`src/rtl/core_pkg.sv`:
```
/*
 * Shared types for the single-issue scalar core with vector configuration.
 * Holds the stage, ALU, branch, memory, writeback and config enums, plus the
 * RV64 major opcode constants. Import into any module that needs them.
 */
package core_pkg;

    // ------------------------------------------------------------
    // control enums
    // ------------------------------------------------------------

    // one instruction in flight, so one stage at a time
    typedef enum logic [2:0] {
        ST_FETCH,
        ST_DECODE,
        ST_EXECUTE,
        ST_MEMORY,
        ST_WRITEBACK
    } stage_t;

    typedef enum logic [2:0] {
        ALU_ADD,
        ALU_SUB,
        ALU_AND,
        ALU_OR,
        ALU_XOR,
        ALU_SLT
    } alu_op_t;

    typedef enum logic [2:0] {
        BR_NONE,
        BR_EQ,
        BR_NE,
        BR_JAL,
        BR_JALR
    } branch_t;

    typedef enum logic [1:0] {
        MEM_NONE,
        MEM_LOAD,
        MEM_STORE
    } mem_op_t;

    // WB_LINK writes pc + 4, WB_CFG the vector config result
    typedef enum logic [2:0] {
        WB_NONE,
        WB_ALU,
        WB_MEM,
        WB_LINK,
        WB_CFG
    } wb_sel_t;

    typedef enum logic [1:0] {
        CFG_NONE,
        CFG_SETVL,
        CFG_READ_VLENB
    } cfg_op_t;

    // ------------------------------------------------------------
    // major opcodes
    // ------------------------------------------------------------
    localparam logic [6:0] OPC_OP_IMM = 7'b0010011;
    localparam logic [6:0] OPC_OP     = 7'b0110011;
    localparam logic [6:0] OPC_LOAD   = 7'b0000011;
    localparam logic [6:0] OPC_STORE  = 7'b0100011;
    localparam logic [6:0] OPC_BRANCH = 7'b1100011;
    localparam logic [6:0] OPC_JAL    = 7'b1101111;
    localparam logic [6:0] OPC_JALR   = 7'b1100111;
    localparam logic [6:0] OPC_SYSTEM = 7'b1110011;
    localparam logic [6:0] OPC_OP_V   = 7'b1010111;

endpackage

```
`src/rtl/instr_decoder.sv`:
```
/*
 * Combinational decoder for the supported RV64 subset plus vsetvli and
 * csrr vlenb. Unknown encodings come out as all-NONE controls, so they
 * retire as a no-op.
 */
module instr_decoder import core_pkg::*; #(
    parameter int XLEN = 64
) (
    input  logic [31:0]     instr,
    output logic [4:0]      rs1_idx,
    output logic [4:0]      rs2_idx,
    output logic [4:0]      rd_idx,
    output logic [XLEN-1:0] imm,
    output alu_op_t         alu_op,
    output logic            use_imm,
    output branch_t         branch,
    output mem_op_t         mem_op,
    output wb_sel_t         wb_sel,
    output cfg_op_t         cfg_op,
    output logic [7:0]      zimm
);

    logic [6:0]      opcode;
    logic [2:0]      funct3;
    logic [6:0]      funct7;
    logic [XLEN-1:0] imm_i;
    logic [XLEN-1:0] imm_s;
    logic [XLEN-1:0] imm_b;
    logic [XLEN-1:0] imm_j;

    assign opcode  = instr[6:0];
    assign funct3  = instr[14:12];
    assign funct7  = instr[31:25];
    assign rs1_idx = instr[19:15];
    assign rs2_idx = instr[24:20];
    assign rd_idx  = instr[11:7];
    // vsetvli carries vtype in the low byte of its zimm field
    assign zimm    = instr[27:20];

    // immediate formats, sign extended
    assign imm_i = {{(XLEN-12){instr[31]}}, instr[31:20]};
    assign imm_s = {{(XLEN-12){instr[31]}}, instr[31:25], instr[11:7]};
    assign imm_b = {{(XLEN-13){instr[31]}}, instr[31], instr[7], instr[30:25],
                    instr[11:8], 1'b0};
    assign imm_j = {{(XLEN-21){instr[31]}}, instr[31], instr[19:12], instr[20],
                    instr[30:21], 1'b0};

    always_comb begin
        imm     = imm_i;
        alu_op  = ALU_ADD;
        use_imm = 1'b0;
        branch  = BR_NONE;
        mem_op  = MEM_NONE;
        wb_sel  = WB_NONE;
        cfg_op  = CFG_NONE;
        case (opcode)
            OPC_OP_IMM: begin
                // addi only
                if (funct3 == 3'b000) begin
                    use_imm = 1'b1;
                    wb_sel  = WB_ALU;
                end
            end
            OPC_OP: begin
                wb_sel = WB_ALU;
                case ({funct7, funct3})
                    10'b0000000_000: alu_op = ALU_ADD;
                    10'b0100000_000: alu_op = ALU_SUB;
                    10'b0000000_111: alu_op = ALU_AND;
                    10'b0000000_110: alu_op = ALU_OR;
                    10'b0000000_100: alu_op = ALU_XOR;
                    10'b0000000_010: alu_op = ALU_SLT;
                    default:         wb_sel = WB_NONE;
                endcase
            end
            OPC_LOAD: begin
                // ld, address from rs1 + imm
                if (funct3 == 3'b011) begin
                    use_imm = 1'b1;
                    mem_op  = MEM_LOAD;
                    wb_sel  = WB_MEM;
                end
            end
            OPC_STORE: begin
                if (funct3 == 3'b011) begin
                    imm     = imm_s;
                    use_imm = 1'b1;
                    mem_op  = MEM_STORE;
                end
            end
            OPC_BRANCH: begin
                // compare by subtraction, zero flag decides
                imm    = imm_b;
                alu_op = ALU_SUB;
                if (funct3 == 3'b000) begin
                    branch = BR_EQ;
                end else if (funct3 == 3'b001) begin
                    branch = BR_NE;
                end
            end
            OPC_JAL: begin
                imm    = imm_j;
                branch = BR_JAL;
                wb_sel = WB_LINK;
            end
            OPC_JALR: begin
                if (funct3 == 3'b000) begin
                    use_imm = 1'b1;
                    branch  = BR_JALR;
                    wb_sel  = WB_LINK;
                end
            end
            OPC_SYSTEM: begin
                // csrrs on vlenb (0xc22) is the only csr read kept
                if (funct3 == 3'b010 && instr[31:20] == 12'hc22) begin
                    cfg_op = CFG_READ_VLENB;
                    wb_sel = WB_CFG;
                end
            end
            OPC_OP_V: begin
                if (funct3 == 3'b111 && !instr[31]) begin
                    cfg_op = CFG_SETVL;
                    wb_sel = WB_CFG;
                end
            end
            default: begin
                wb_sel = WB_NONE;
            end
        endcase
    end

endmodule

```
`src/rtl/scalar_alu.sv`:
```
/*
 * Scalar ALU for the core. Pure combinational; the zero flag lets the
 * branch logic resolve beq/bne from an ALU_SUB result.
 */
module scalar_alu import core_pkg::*; #(
    parameter int XLEN = 64
) (
    input  logic [XLEN-1:0] a,
    input  logic [XLEN-1:0] b,
    input  alu_op_t         alu_op,
    output logic [XLEN-1:0] result,
    output logic            zero
);

    always_comb begin
        case (alu_op)
            ALU_ADD: begin
                result = a + b;
            end
            ALU_SUB: begin
                result = a - b;
            end
            ALU_AND: begin
                result = a & b;
            end
            ALU_OR: begin
                result = a | b;
            end
            ALU_XOR: begin
                result = a ^ b;
            end
            ALU_SLT: begin
                // signed compare
                result = {{(XLEN-1){1'b0}}, $signed(a) < $signed(b)};
            end
            default: begin
                result = a + b;
            end
        endcase
    end

    assign zero = (result == '0);

endmodule

```
`src/rtl/scalar_reg_file.sv`:
```
/*
 * 32-entry scalar register file. Two combinational read ports, one write
 * port at the clock edge. x0 ignores writes and reads as zero.
 */
module scalar_reg_file #(
    parameter int XLEN = 64
) (
    input  logic            clk,
    input  logic            rst,
    input  logic [4:0]      rs1_idx,
    input  logic [4:0]      rs2_idx,
    input  logic            we,
    input  logic [4:0]      rd_idx,
    input  logic [XLEN-1:0] rd_data,
    output logic [XLEN-1:0] rs1_data,
    output logic [XLEN-1:0] rs2_data
);

    logic [XLEN-1:0] regs [32];

    always_ff @(posedge clk) begin
        if (!rst) begin
            for (int i = 0; i < 32; i++) begin
                regs[i] <= '0;
            end
        end else if (we && rd_idx != 5'd0) begin
            regs[rd_idx] <= rd_data;
        end
    end

    assign rs1_data = (rs1_idx == 5'd0) ? '0 : regs[rs1_idx];
    assign rs2_data = (rs2_idx == 5'd0) ? '0 : regs[rs2_idx];

endmodule

```
`src/rtl/vector_config.sv`:
```
/*
 * Vector configuration state: vl and vtype. Executes vsetvli and supplies
 * the read-only vlenb value. The result is combinational and the state
 * updates at the clock edge while cfg_op is CFG_SETVL.
 */
module vector_config import core_pkg::*; #(
    parameter int VLEN_BITS = 256
) (
    input  logic        clk,
    input  logic        rst,
    input  cfg_op_t     cfg_op,
    input  logic [4:0]  rs1_idx,
    input  logic [4:0]  rd_idx,
    input  logic [63:0] avl,
    input  logic [7:0]  zimm,
    output logic [63:0] cfg_result
);

    localparam logic [31:0] VLENB = 32'(VLEN_BITS / 8);

    logic [31:0] vl;
    logic [7:0]  vtype;
    logic [2:0]  vsew;
    logic [2:0]  vlmul;
    logic [31:0] vlmax;
    logic [31:0] new_vl;

    assign vsew  = zimm[5:3];
    assign vlmul = zimm[2:0];

    // vlmax from the requested type, fractional lmul for codes 5..7
    always_comb begin
        if (!vlmul[2]) begin
            vlmax = (VLENB >> vsew) << vlmul;
        end else begin
            vlmax = (VLENB >> vsew) >> (4'd8 - {1'b0, vlmul});
        end
    end

    // avl taken as is when rs1 names a register, no clamp to vlmax
    always_comb begin
        if (rs1_idx != 5'd0) begin
            new_vl = avl[31:0];
        end else if (rd_idx != 5'd0) begin
            new_vl = vlmax;
        end else begin
            new_vl = vl;
        end
    end

    always_comb begin
        case (cfg_op)
            CFG_SETVL:      cfg_result = {32'd0, new_vl};
            CFG_READ_VLENB: cfg_result = {32'd0, VLENB};
            // idle view of the current configuration
            default:        cfg_result = {24'd0, vtype, vl};
        endcase
    end

    always_ff @(posedge clk) begin
        if (!rst) begin
            vl    <= '0;
            vtype <= '0;
        end else if (cfg_op == CFG_SETVL) begin
            vl    <= new_vl;
            vtype <= zimm;
        end
    end

endmodule

```
`src/rtl/vector_core.sv`:
```
/*
 * Top of the in-order core. One instruction moves through fetch, decode,
 * execute, memory and writeback before the next is fetched. Instruction and
 * data ports use request levels answered by one-cycle valid/done pulses.
 */
module vector_core import core_pkg::*; #(
    parameter int XLEN       = 64,
    parameter int VLEN_BITS  = 256,
    parameter int ADDR_WIDTH = 20
) (
    input  logic                  clk,
    input  logic                  rst,
    input  logic                  inst_valid,
    input  logic [31:0]           inst_data,
    input  logic [XLEN-1:0]       data_rdata,
    input  logic                  data_done,
    output logic                  inst_req,
    output logic [ADDR_WIDTH-1:0] inst_addr,
    output logic                  data_req,
    output logic                  data_we,
    output logic [ADDR_WIDTH-1:0] data_addr,
    output logic [XLEN-1:0]       data_wdata
);

    stage_t                stage;
    logic                  running;
    logic [ADDR_WIDTH-1:0] pc;
    logic [ADDR_WIDTH-1:0] next_pc;

    // fetch stage register
    logic [31:0]     fetch_instr;

    // decoder outputs and decode stage registers
    logic [4:0]      id_rs1_idx, id_rs2_idx, id_rd_idx;
    logic [XLEN-1:0] id_imm;
    alu_op_t         id_alu_op;
    logic            id_use_imm;
    branch_t         id_branch;
    mem_op_t         id_mem_op;
    wb_sel_t         id_wb_sel;
    cfg_op_t         id_cfg_op;
    logic [7:0]      id_zimm;
    logic [XLEN-1:0] rf_rs1_data, rf_rs2_data;

    logic [XLEN-1:0] dec_rs1_data, dec_rs2_data, dec_imm;
    logic [4:0]      dec_rs1_idx, dec_rd_idx;
    alu_op_t         dec_alu_op;
    logic            dec_use_imm;
    branch_t         dec_branch;
    mem_op_t         dec_mem_op;
    wb_sel_t         dec_wb_sel;
    cfg_op_t         dec_cfg_op;
    logic [7:0]      dec_zimm;

    // execute stage registers and load data
    logic [XLEN-1:0] alu_result;
    logic            alu_zero;
    cfg_op_t         cfg_op;
    logic [63:0]     cfg_result;
    logic [XLEN-1:0] exe_result, exe_cfg_result, mem_rdata;
    logic            exe_zero;

    logic            rf_we;
    logic [XLEN-1:0] rf_wdata;
    logic            taken;

    instr_decoder #(.XLEN(XLEN)) u_decoder (
        .instr(fetch_instr), .rs1_idx(id_rs1_idx), .rs2_idx(id_rs2_idx),
        .rd_idx(id_rd_idx), .imm(id_imm), .alu_op(id_alu_op), .use_imm(id_use_imm),
        .branch(id_branch), .mem_op(id_mem_op), .wb_sel(id_wb_sel),
        .cfg_op(id_cfg_op), .zimm(id_zimm)
    );

    scalar_reg_file #(.XLEN(XLEN)) u_reg_file (
        .clk(clk), .rst(rst), .rs1_idx(id_rs1_idx), .rs2_idx(id_rs2_idx),
        .we(rf_we), .rd_idx(dec_rd_idx), .rd_data(rf_wdata),
        .rs1_data(rf_rs1_data), .rs2_data(rf_rs2_data)
    );

    scalar_alu #(.XLEN(XLEN)) u_alu (
        .a(dec_rs1_data), .b(dec_use_imm ? dec_imm : dec_rs2_data),
        .alu_op(dec_alu_op), .result(alu_result), .zero(alu_zero)
    );

    // config state only changes in the execute cycle
    assign cfg_op = (stage == ST_EXECUTE) ? dec_cfg_op : CFG_NONE;

    vector_config #(.VLEN_BITS(VLEN_BITS)) u_vector_config (
        .clk(clk), .rst(rst), .cfg_op(cfg_op), .rs1_idx(dec_rs1_idx),
        .rd_idx(dec_rd_idx), .avl(64'(dec_rs1_data)), .zimm(dec_zimm),
        .cfg_result(cfg_result)
    );

    // ------------------------------------------------------------
    // memory ports
    // ------------------------------------------------------------
    assign inst_req   = running && stage == ST_FETCH;
    assign inst_addr  = pc;
    assign data_req   = (stage == ST_MEMORY);
    assign data_we    = (dec_mem_op == MEM_STORE);
    assign data_addr  = exe_result[ADDR_WIDTH-1:0];
    assign data_wdata = dec_rs2_data;

    // ------------------------------------------------------------
    // next pc, from the latched execute results
    // ------------------------------------------------------------
    assign taken = (dec_branch == BR_JAL)
                || (dec_branch == BR_EQ && exe_zero)
                || (dec_branch == BR_NE && !exe_zero);

    always_comb begin
        if (dec_branch == BR_JALR) begin
            next_pc = exe_result[ADDR_WIDTH-1:0] & ~ADDR_WIDTH'(1);
        end else if (taken) begin
            next_pc = pc + dec_imm[ADDR_WIDTH-1:0];
        end else begin
            next_pc = pc + ADDR_WIDTH'(4);
        end
    end

    // writeback select
    assign rf_we = (stage == ST_WRITEBACK) && (dec_wb_sel != WB_NONE);
    always_comb begin
        case (dec_wb_sel)
            WB_MEM:  rf_wdata = mem_rdata;
            WB_LINK: rf_wdata = XLEN'(pc) + XLEN'(4);
            WB_CFG:  rf_wdata = exe_cfg_result;
            default: rf_wdata = exe_result;
        endcase
    end

    // ------------------------------------------------------------
    // stage machine
    // ------------------------------------------------------------
    always_ff @(posedge clk) begin
        if (!rst) begin
            stage   <= ST_FETCH;
            running <= 1'b0;
            pc      <= '0;
        end else begin
            running <= 1'b1;
            case (stage)
                ST_FETCH: begin
                    if (inst_valid) stage <= ST_DECODE;
                end
                ST_DECODE: begin
                    stage <= ST_EXECUTE;
                end
                ST_EXECUTE: begin
                    stage <= (dec_mem_op == MEM_NONE) ? ST_WRITEBACK : ST_MEMORY;
                end
                ST_MEMORY: begin
                    if (data_done) begin
                        pc    <= next_pc;
                        stage <= ST_WRITEBACK;
                    end
                end
                default: begin
                    // the memory slot was skipped, so the pc moves here
                    if (dec_mem_op == MEM_NONE) pc <= next_pc;
                    stage <= ST_FETCH;
                end
            endcase
        end
    end

    // stage payload registers
    always_ff @(posedge clk) begin
        if (stage == ST_FETCH && inst_valid) begin
            fetch_instr <= inst_data;
        end
        if (stage == ST_DECODE) begin
            dec_rs1_data <= rf_rs1_data;
            dec_rs2_data <= rf_rs2_data;
            dec_imm      <= id_imm;
            dec_rs1_idx  <= id_rs1_idx;
            dec_rd_idx   <= id_rd_idx;
            dec_alu_op   <= id_alu_op;
            dec_use_imm  <= id_use_imm;
            dec_branch   <= id_branch;
            dec_mem_op   <= id_mem_op;
            dec_wb_sel   <= id_wb_sel;
            dec_cfg_op   <= id_cfg_op;
            dec_zimm     <= id_zimm;
        end
        if (stage == ST_EXECUTE) begin
            exe_result     <= alu_result;
            exe_zero       <= alu_zero;
            exe_cfg_result <= XLEN'(cfg_result);
        end
        if (stage == ST_MEMORY && data_done) begin
            mem_rdata <= data_rdata;
        end
    end

endmodule

```
`config.mk`:
```
export PLATFORM = sky130hd
export DESIGN_NAME = vector_core
export DESIGN_NICKNAME = d
export VERILOG_FILES = /design/src/rtl/core_pkg.sv /design/src/rtl/instr_decoder.sv /design/src/rtl/scalar_alu.sv /design/src/rtl/scalar_reg_file.sv /design/src/rtl/vector_config.sv /design/src/rtl/vector_core.sv
export SDC_FILE = /design/constraint.sdc
export NUM_CORES = 2
export LEC_CHECK = 0
export ABC_CLOCK_PERIOD_IN_PS = 15700
export BUFFER_PORTS_ARGS = -buffer_cell sky130_fd_sc_hd__buf_2
export CAP_MARGIN = 0
export CELL_PAD_IN_SITES_DETAIL_PLACEMENT = 0
export CELL_PAD_IN_SITES_GLOBAL_PLACEMENT = 2
export CORE_ASPECT_RATIO = 1.5
export CORE_MARGIN = 2
export CORE_UTILIZATION = 35
export CTS_BUF_LIST = sky130_fd_sc_hd__clkbuf_8
export DETAILED_ROUTE_END_ITERATION = 6
export PLACE_DENSITY_LB_ADDON = 0.1
export SETUP_SLACK_MARGIN = 0.5
export SKIP_CTS_REPAIR_TIMING = 1
export SLEW_MARGIN = 15
export SYNTH_ARGS = -nofsm -noshare
export SYNTH_HDL_FRONTEND = slang
export SYNTH_HIERARCHICAL = 1
export SYNTH_SLANG_ARGS = --single-unit
```
`constraint.sdc`:
```
create_clock -name clk -period 15.7 [get_ports clk]
set_input_delay 1.57 -clock clk [delete_from_list [all_inputs] [get_ports clk]]
set_output_delay 1.57 -clock clk [all_outputs]
set_load 0.05 [all_outputs]
```
==> Word level (Yosys, flattened, before mapping) <==
Memories as Yosys holds them, arrays and structs flattened. A register that Yosys moved wholly into a read port is not among the register bits.
Cells that the tools add are included.
{ "op_classes": {"n_addsub": 6, "n_lt_le_gt_ge": 1, "n_eq_ne": 40, "shifts": 3, "n_mux": 49, "n_bitwise": 4, "reduce_logical": 31} }
{ "op_table": {"columns": ["operator", "count"], "rows": [
  ["case mux 64 bit (5 select lines)", 1],
  ["case mux 64 bit (3 select lines)", 1],
  ["2-to-1 mux 64 bit", 2],
  ["2-to-1 mux 32 bit", 3],
  ["2-to-1 mux 20 bit", 4],
  ["case mux 40 bit (2 select lines)", 1],
  ["adder 64 bit", 1],
  ["AND 64 bit", 1],
  ["zero test 64 bit", 1],
  ["< comparator 64 bit", 1],
  ["bitwise OR 64 bit", 1],
  ["OR reduction 64 bit", 1],
  ["subtractor 64 bit", 1],
  ["bitwise XOR 64 bit", 1],
  ["case mux 20 bit (3 select lines)", 1],
  ["case mux 20 bit (2 select lines)", 1],
  ["== test 7 bit, second input constant", 5],
  ["<< shifter 32 x 3 -> 32 bit", 1],
  ["right shift 32 x 4 -> 32 bit", 1],
  ["right shift 6 x 3 -> 32 bit, first input constant", 1],
  ["== test 10 x 3 -> 1 bit, second input constant", 3],
  ["== test 3 x 2 -> 1 bit, second input constant", 10],
  ["adder 20 x 3 -> 21 bit, second input constant", 1],
  ["2-to-1 mux 3 bit", 7],
  ["other kinds (40)", 83]
]} }
{ "totals": {"ff_bits": 342, "ramBits": 2048, "in_bits": 100, "out_inout_bits": 107, "wordCells": 155, "memories": 1} }
{ "mem_list": {"columns": ["name", "words", "word_bits", "rd", "rd_ports_with_merged_regs", "wr", "line", "source"], "rows": [
  ["u_reg_file.regs", 32, 64, 2, 2, 32, "scalar_reg_file.sv:19", "logic [XLEN-1:0] regs [32];"]
]} }

==> Longest topological paths before layout <==
{ "logic_depth": {"depth_word": 8, "ltp_mapped": 19, "ltp_nobuf": 17} }

==> Modules after synthesis <==
Netlist, hierarchy kept.
{ "by_module_without_submodules": {"columns": ["module", "n_inst", "cells_per_inst", "area_per_inst_um2", "seq_area_each_um2"], "rows": [
  ["scalar_reg_file", 1, 7028, 108153.7, 61499.0],
  ["vector_core", 1, 1223, 18826.8, 13963.4],
  ["scalar_alu", 1, 2028, 12650.9, 0.0],
  ["vector_config", 1, 363, 2887.8, 800.8],
  ["instr_decoder", 1, 150, 1096.1, 0.0]
]} }

==> Worst setup path before layout <==
OpenSTA, ideal clock, no wires.
{ "synth_timing": {"kind": "reg2reg", "startpoint": "reg stage[0]", "endpoint": "reg dec_rs2_data[0] (netlist: data_wdata[0]) (read register of u_reg_file.regs), enable pin", "setup_time_ns": 1.085, "t_arrival_ns": 15.577, "t_required_ns": 14.615, "setup_slack_ns": -0.962, "stages_incl_launch_ff": 4, "n_path_buf": 1, "synth_period_minus_slack_ns": 16.662, "cell_sequence": "dfxtp_1 -> buf_2 -> inv_2 -> nor3_1"} }
{ "synth_between": {"elab_chain_cells": 1} }
{ "synth_lines": {"columns": ["item", "line", "source"], "rows": [
  ["from (decl)", "vector_core.sv:25", "stage_t stage;"],
  ["from (signal assigned)", "vector_core.sv:150", "stage <= (dec_mem_op == MEM_NONE) ? ST_WRITEBACK : ST_MEMORY;"],
  ["== test 3 x 1 -> 1 bit", "vector_core.sv:172", "if (stage == ST_DECODE) begin"],
  ["to (decl)", "vector_core.sv:45", "logic [XLEN-1:0] dec_rs1_data, dec_rs2_data, dec_imm;"]
]} }
No other way between the ends.
A chain may end at the register's enable or synchronous reset.

==> Worst setup path after layout <==
{ "layout_timing": {"startpoint": "reg dec_use_imm", "endpoint": "reg exe_zero, data pin"} }
{ "layout_between": {"elab_chain_cells": 4, "word_cells_on_any_way": 9, "cone_classes": "add/sub (2); order compare (1); mux (2); bitwise (3); reduce/logical (1)"} }
{ "layout_lines": {"columns": ["item", "line", "source"], "rows": [
  ["from (decl)", "vector_core.sv:48", "logic dec_use_imm;"],
  ["from (signal assigned)", "vector_core.sv:179", "dec_use_imm <= id_use_imm;"],
  ["2-to-1 mux 64 bit (*)", "vector_core.sv:81", ".a(dec_rs1_data), .b(dec_use_imm ? dec_imm : dec_rs2_data),"],
  ["adder 64 bit (tied with other cells)", "scalar_alu.sv:18, scalar_alu.sv:37", null],
  ["case mux 64 bit (5 select lines) (*)", "scalar_alu.sv:16", "case (alu_op)"],
  ["net alu_result[30]", "vector_core.sv:56", "logic [XLEN-1:0] alu_result;"],
  ["zero test 64 bit (*)", "scalar_alu.sv:42", "assign zero = (result == '0);"],
  ["net alu_zero", "vector_core.sv:57", "logic alu_zero;"],
  ["to (signal assigned)", "vector_core.sv:188", "exe_zero <= alu_zero;"],
  ["to (decl)", "vector_core.sv:61", "logic exe_zero;"]
]} }
The timed path passes the listed nets; every way through them passes the cells marked *.

==> results.toml <==
[timing]
max_freq_mhz = 135
rsz0062_at_grt = "false"
final.setup.tns_ns = 0
finClkSkew_ns = 0.0803
timing.final.max_slew_violations = 0
relSlewSlack = 0.142
finalHoldViolations = 0
tightest_slew_ns = 1.29
layout_min_cycle_time_ns = 7.40
finalSetupViolations = 0
timing.final.crit_share = 0.471

[route]
drtAntennaViolNets = 0
dr.pass1.iters = 5
wl_per_cell_um = 40.9
drt_wl_total_um = 676000
drc = 0
vias = 102000
viasPerCell = 6.19
drt-initial-drc-count = 12600

[die]
dieArea_um2 = 416000
die_width_um = 527
coreArea_um2 = 409000
die_h_um = 789
initial_core_util = 0.351
row_count = 288
ioPinCount = 207

[cts]
clkTransAtPathRegs_ns = 0.07
clkSinkCount = 2561
numCtsBuffers = 433
cts_root_buffer = "clkbuf_8"
clkLatencyLatePin_ns = 1.14
h-tree-depth = 5
clockBufferDepth = 4
cts_tree = "built"

[setup_path]
cp.required_ns = 16.66
critical_path_class = "reg2reg"
crit_family = "simple AND/OR/NAND/NOR gates"
cp.arrival_ns = 8.36
worstPathMaxFanout = 58
end_kind = "flip-flop"
worst-path-buf-inv = 3
crit_chain = "buf_4 -> mux2_2 -> ha_1 -> inv_1 -> fa_1 -> nor2b_1 -> o21ai_0 -> a21oi_1 -> a211oi_1 -> o211ai_2 -> buf_4 -> nor2_1 -> a21oi_1 -> a211o_1 -> nor4_1 -> nand4_1 -> nor4_2 -> nand3b_1 -> nor4_2"
critPathLaunchType = "flip-flop"
cpMaxStageDelayCell = "a211oi_1"
slowest_delay_ns = 0.93

[hold_path]
holdCritPathClass = "reg2reg"

[logic_synthesis]
seq_area_frac_synth = 0.531
synth_cells = 10800
synth_top_area_share = 0.522
synth.largest_area_cell = "edfxtp_1"
synth-edff-count = 2497
netlist_area_um2 = 144000
yosys_warnings = 6
yosysMostFrequentCell = "edfxtp_1"
ys.flop_type = "edfxtp_1"
yosysUniqueCellTypes = 120
synthArstFlopShare = 0
syn_avg_cell_area_um2 = 13.3
synthTopCellsByCount = "2497 x edfxtp_1, 2023 x and2_1, 906 x mux4_2"
ys_seq_elements = 2561
yosys-top-cells-area = "edfxtp_1 52%, mux4_2 14%, and2_1 8.8%"

[cells_and_area]
drive_gt1_frac = 0.220
stdcell_count = 16500
nets = 11100
final_util = 0.388
stdcell_area_um2 = 159000
area_delta_synth_final_pct = 10.6

[placed_design]
dpl-instance-area_um2 = 151000
post-dp-hpwl_um = 427000
dpl.cell_count = 15700
io_buffers = 206
gp_congestion = 0.903

[power_and_ir_drop]
p_int_mw = 11.8
power.switching_mw = 5.77
p_per_area_nw_per_um2 = 110
power_mw = 17.5
p_leak_nw = 57.5
p_comb_frac = 0.208
power.share.clock = 0.332
peakVddDrop_mv = 0.0821
switching_share = 0.329
pwr-share-seq = 0.459

[run_status]
status = "complete, no violations"

[grt]
grtUsageTotal = 0.318
grt_pass1_wl_um = 903000
antenna_found_initial = 121
grt_max_degree = 123
grt_pass1_vias = 103000
grt_remaining_overflow = 0

[job]
drv_cap = 0
[cell usage in the layout, fill, tap and decap left out, types with 193 or more instances in the layout]
cell type / count
edfxtp_1: 2497
mux2_2: 193
and2_1: 2021
buf_2: 205
mux2i_1: 389
ha_1: 213
nor2_1: 312
inv_1: 331
mux4_2: 906
buf_4: 325
clkbuf_8: 444
nand2_1: 448
a21oi_1: 373
[worst paths after layout]
check / cells past startpoint / to / startpoint / slack (ns)
max reg2reg: 19 / exe_zero / dec_use_imm / 8.30
min: 0 / dec_imm[9] / fetch_instr[29] / 0.45
max: 19 / exe_zero / dec_use_imm / 8.30
min reg2reg: 0 / dec_imm[9] / fetch_instr[29] / 0.45
[power by group through the flow]
stage | Sequential, mW | Combinational (mW) | Clock (mW)
after floorplan | 8.18 | 2.08 | 0
after global placement | 8.18 | 3.61 | 0
after detailed placement | 8.20 | 3.60 | 0
after CTS | 8.05 | 3.61 | 5.95
after global routing | 8.08 | 3.78 | 6.19
final | 8.06 | 3.65 | 5.82
[through the flow]
stage	hold WS [ns]	setup slack [ns]
floorplan	0.436	5.96
CTS	0.450	8.27
finish	0.445	8.30
detailed placement	0.440	8.33
global placement	0.442	8.24
global route	0.460	8.05
[logic make-up (layout without fill, tap and decap cells)]
| group | count (synthesis) | after routing | synth area share |
|---|---|---|---|
| XOR/XNOR | 56 | 56 | 0.00342 |
| multiplexers | 1492 | 1492 | 0.185 |
| buffers and inverters | 1326 | 1549 | 0.0419 |
| adder cells (fa/ha/maj) | 218 | 218 | 0.0191 |
| AO/OA/AOI/OAI | 1792 | 1792 | 0.0878 |
| other | 2 | 142 | 0.0000523 |
| AND/OR/NAND/NOR | 3345 | 3345 | 0.132 |
| flip-flops | 2561 | 2561 | 0.531 |
[worst register-to-register path, cell delays in order, from the launching register on]
cell and delay [ns]:
edfxtp_1 0.50, buf_4 0.76, mux2_2 0.39, ha_1 0.17, inv_1 0.05, fa_1 0.41, nor2b_1 0.17, o21ai_0 0.48
a21oi_1 0.33, a211oi_1 0.93, o211ai_2 0.21, buf_4 0.24, nor2_1 0.12, a21oi_1 0.07, a211o_1 0.34, nor4_1 0.66
nand4_1 0.32, nor4_2 0.72, nand3b_1 0.18, nor4_2 0.18
[sequential cells by signal (all words and copies together) (netlist names), 32 cells and up]
register            count
dec_rs1_data           64
exe_result             64
exe_cfg_result         64
u_reg_file/regs      2048
mem_rdata              64
dec_imm                64
u_vector_config/vl     32
data_wdata             64
fetch_instr            32
[layer usage]
metal	global-route usage	vias up	part of all wire
met2	0.546	5511	0.49
met1	0.390	54100	0.38
met4	0.153	16	0.055
li1	-	41200	-
met3	0.0468	1382	0.073
met5	0	-	0.00018
[layout make-up]
| class | count | area [um2] |
|---|---|---|
| well taps | 5365 | 6710 |
| clock inverters | 334 | 1760 |
| flip-flops and latches | 2561 | 76300 |
| fillers | 38500 | 251000 |
| repair buffers | 550 | 3870 |
| clock buffers | 444 | 6110 |
| diodes | 54 | 135 |
| inverters | 221 | 837 |
| multi-input cells | 6991 | 63100 |
No activity file was read; power rests on OpenSTA's default activity.
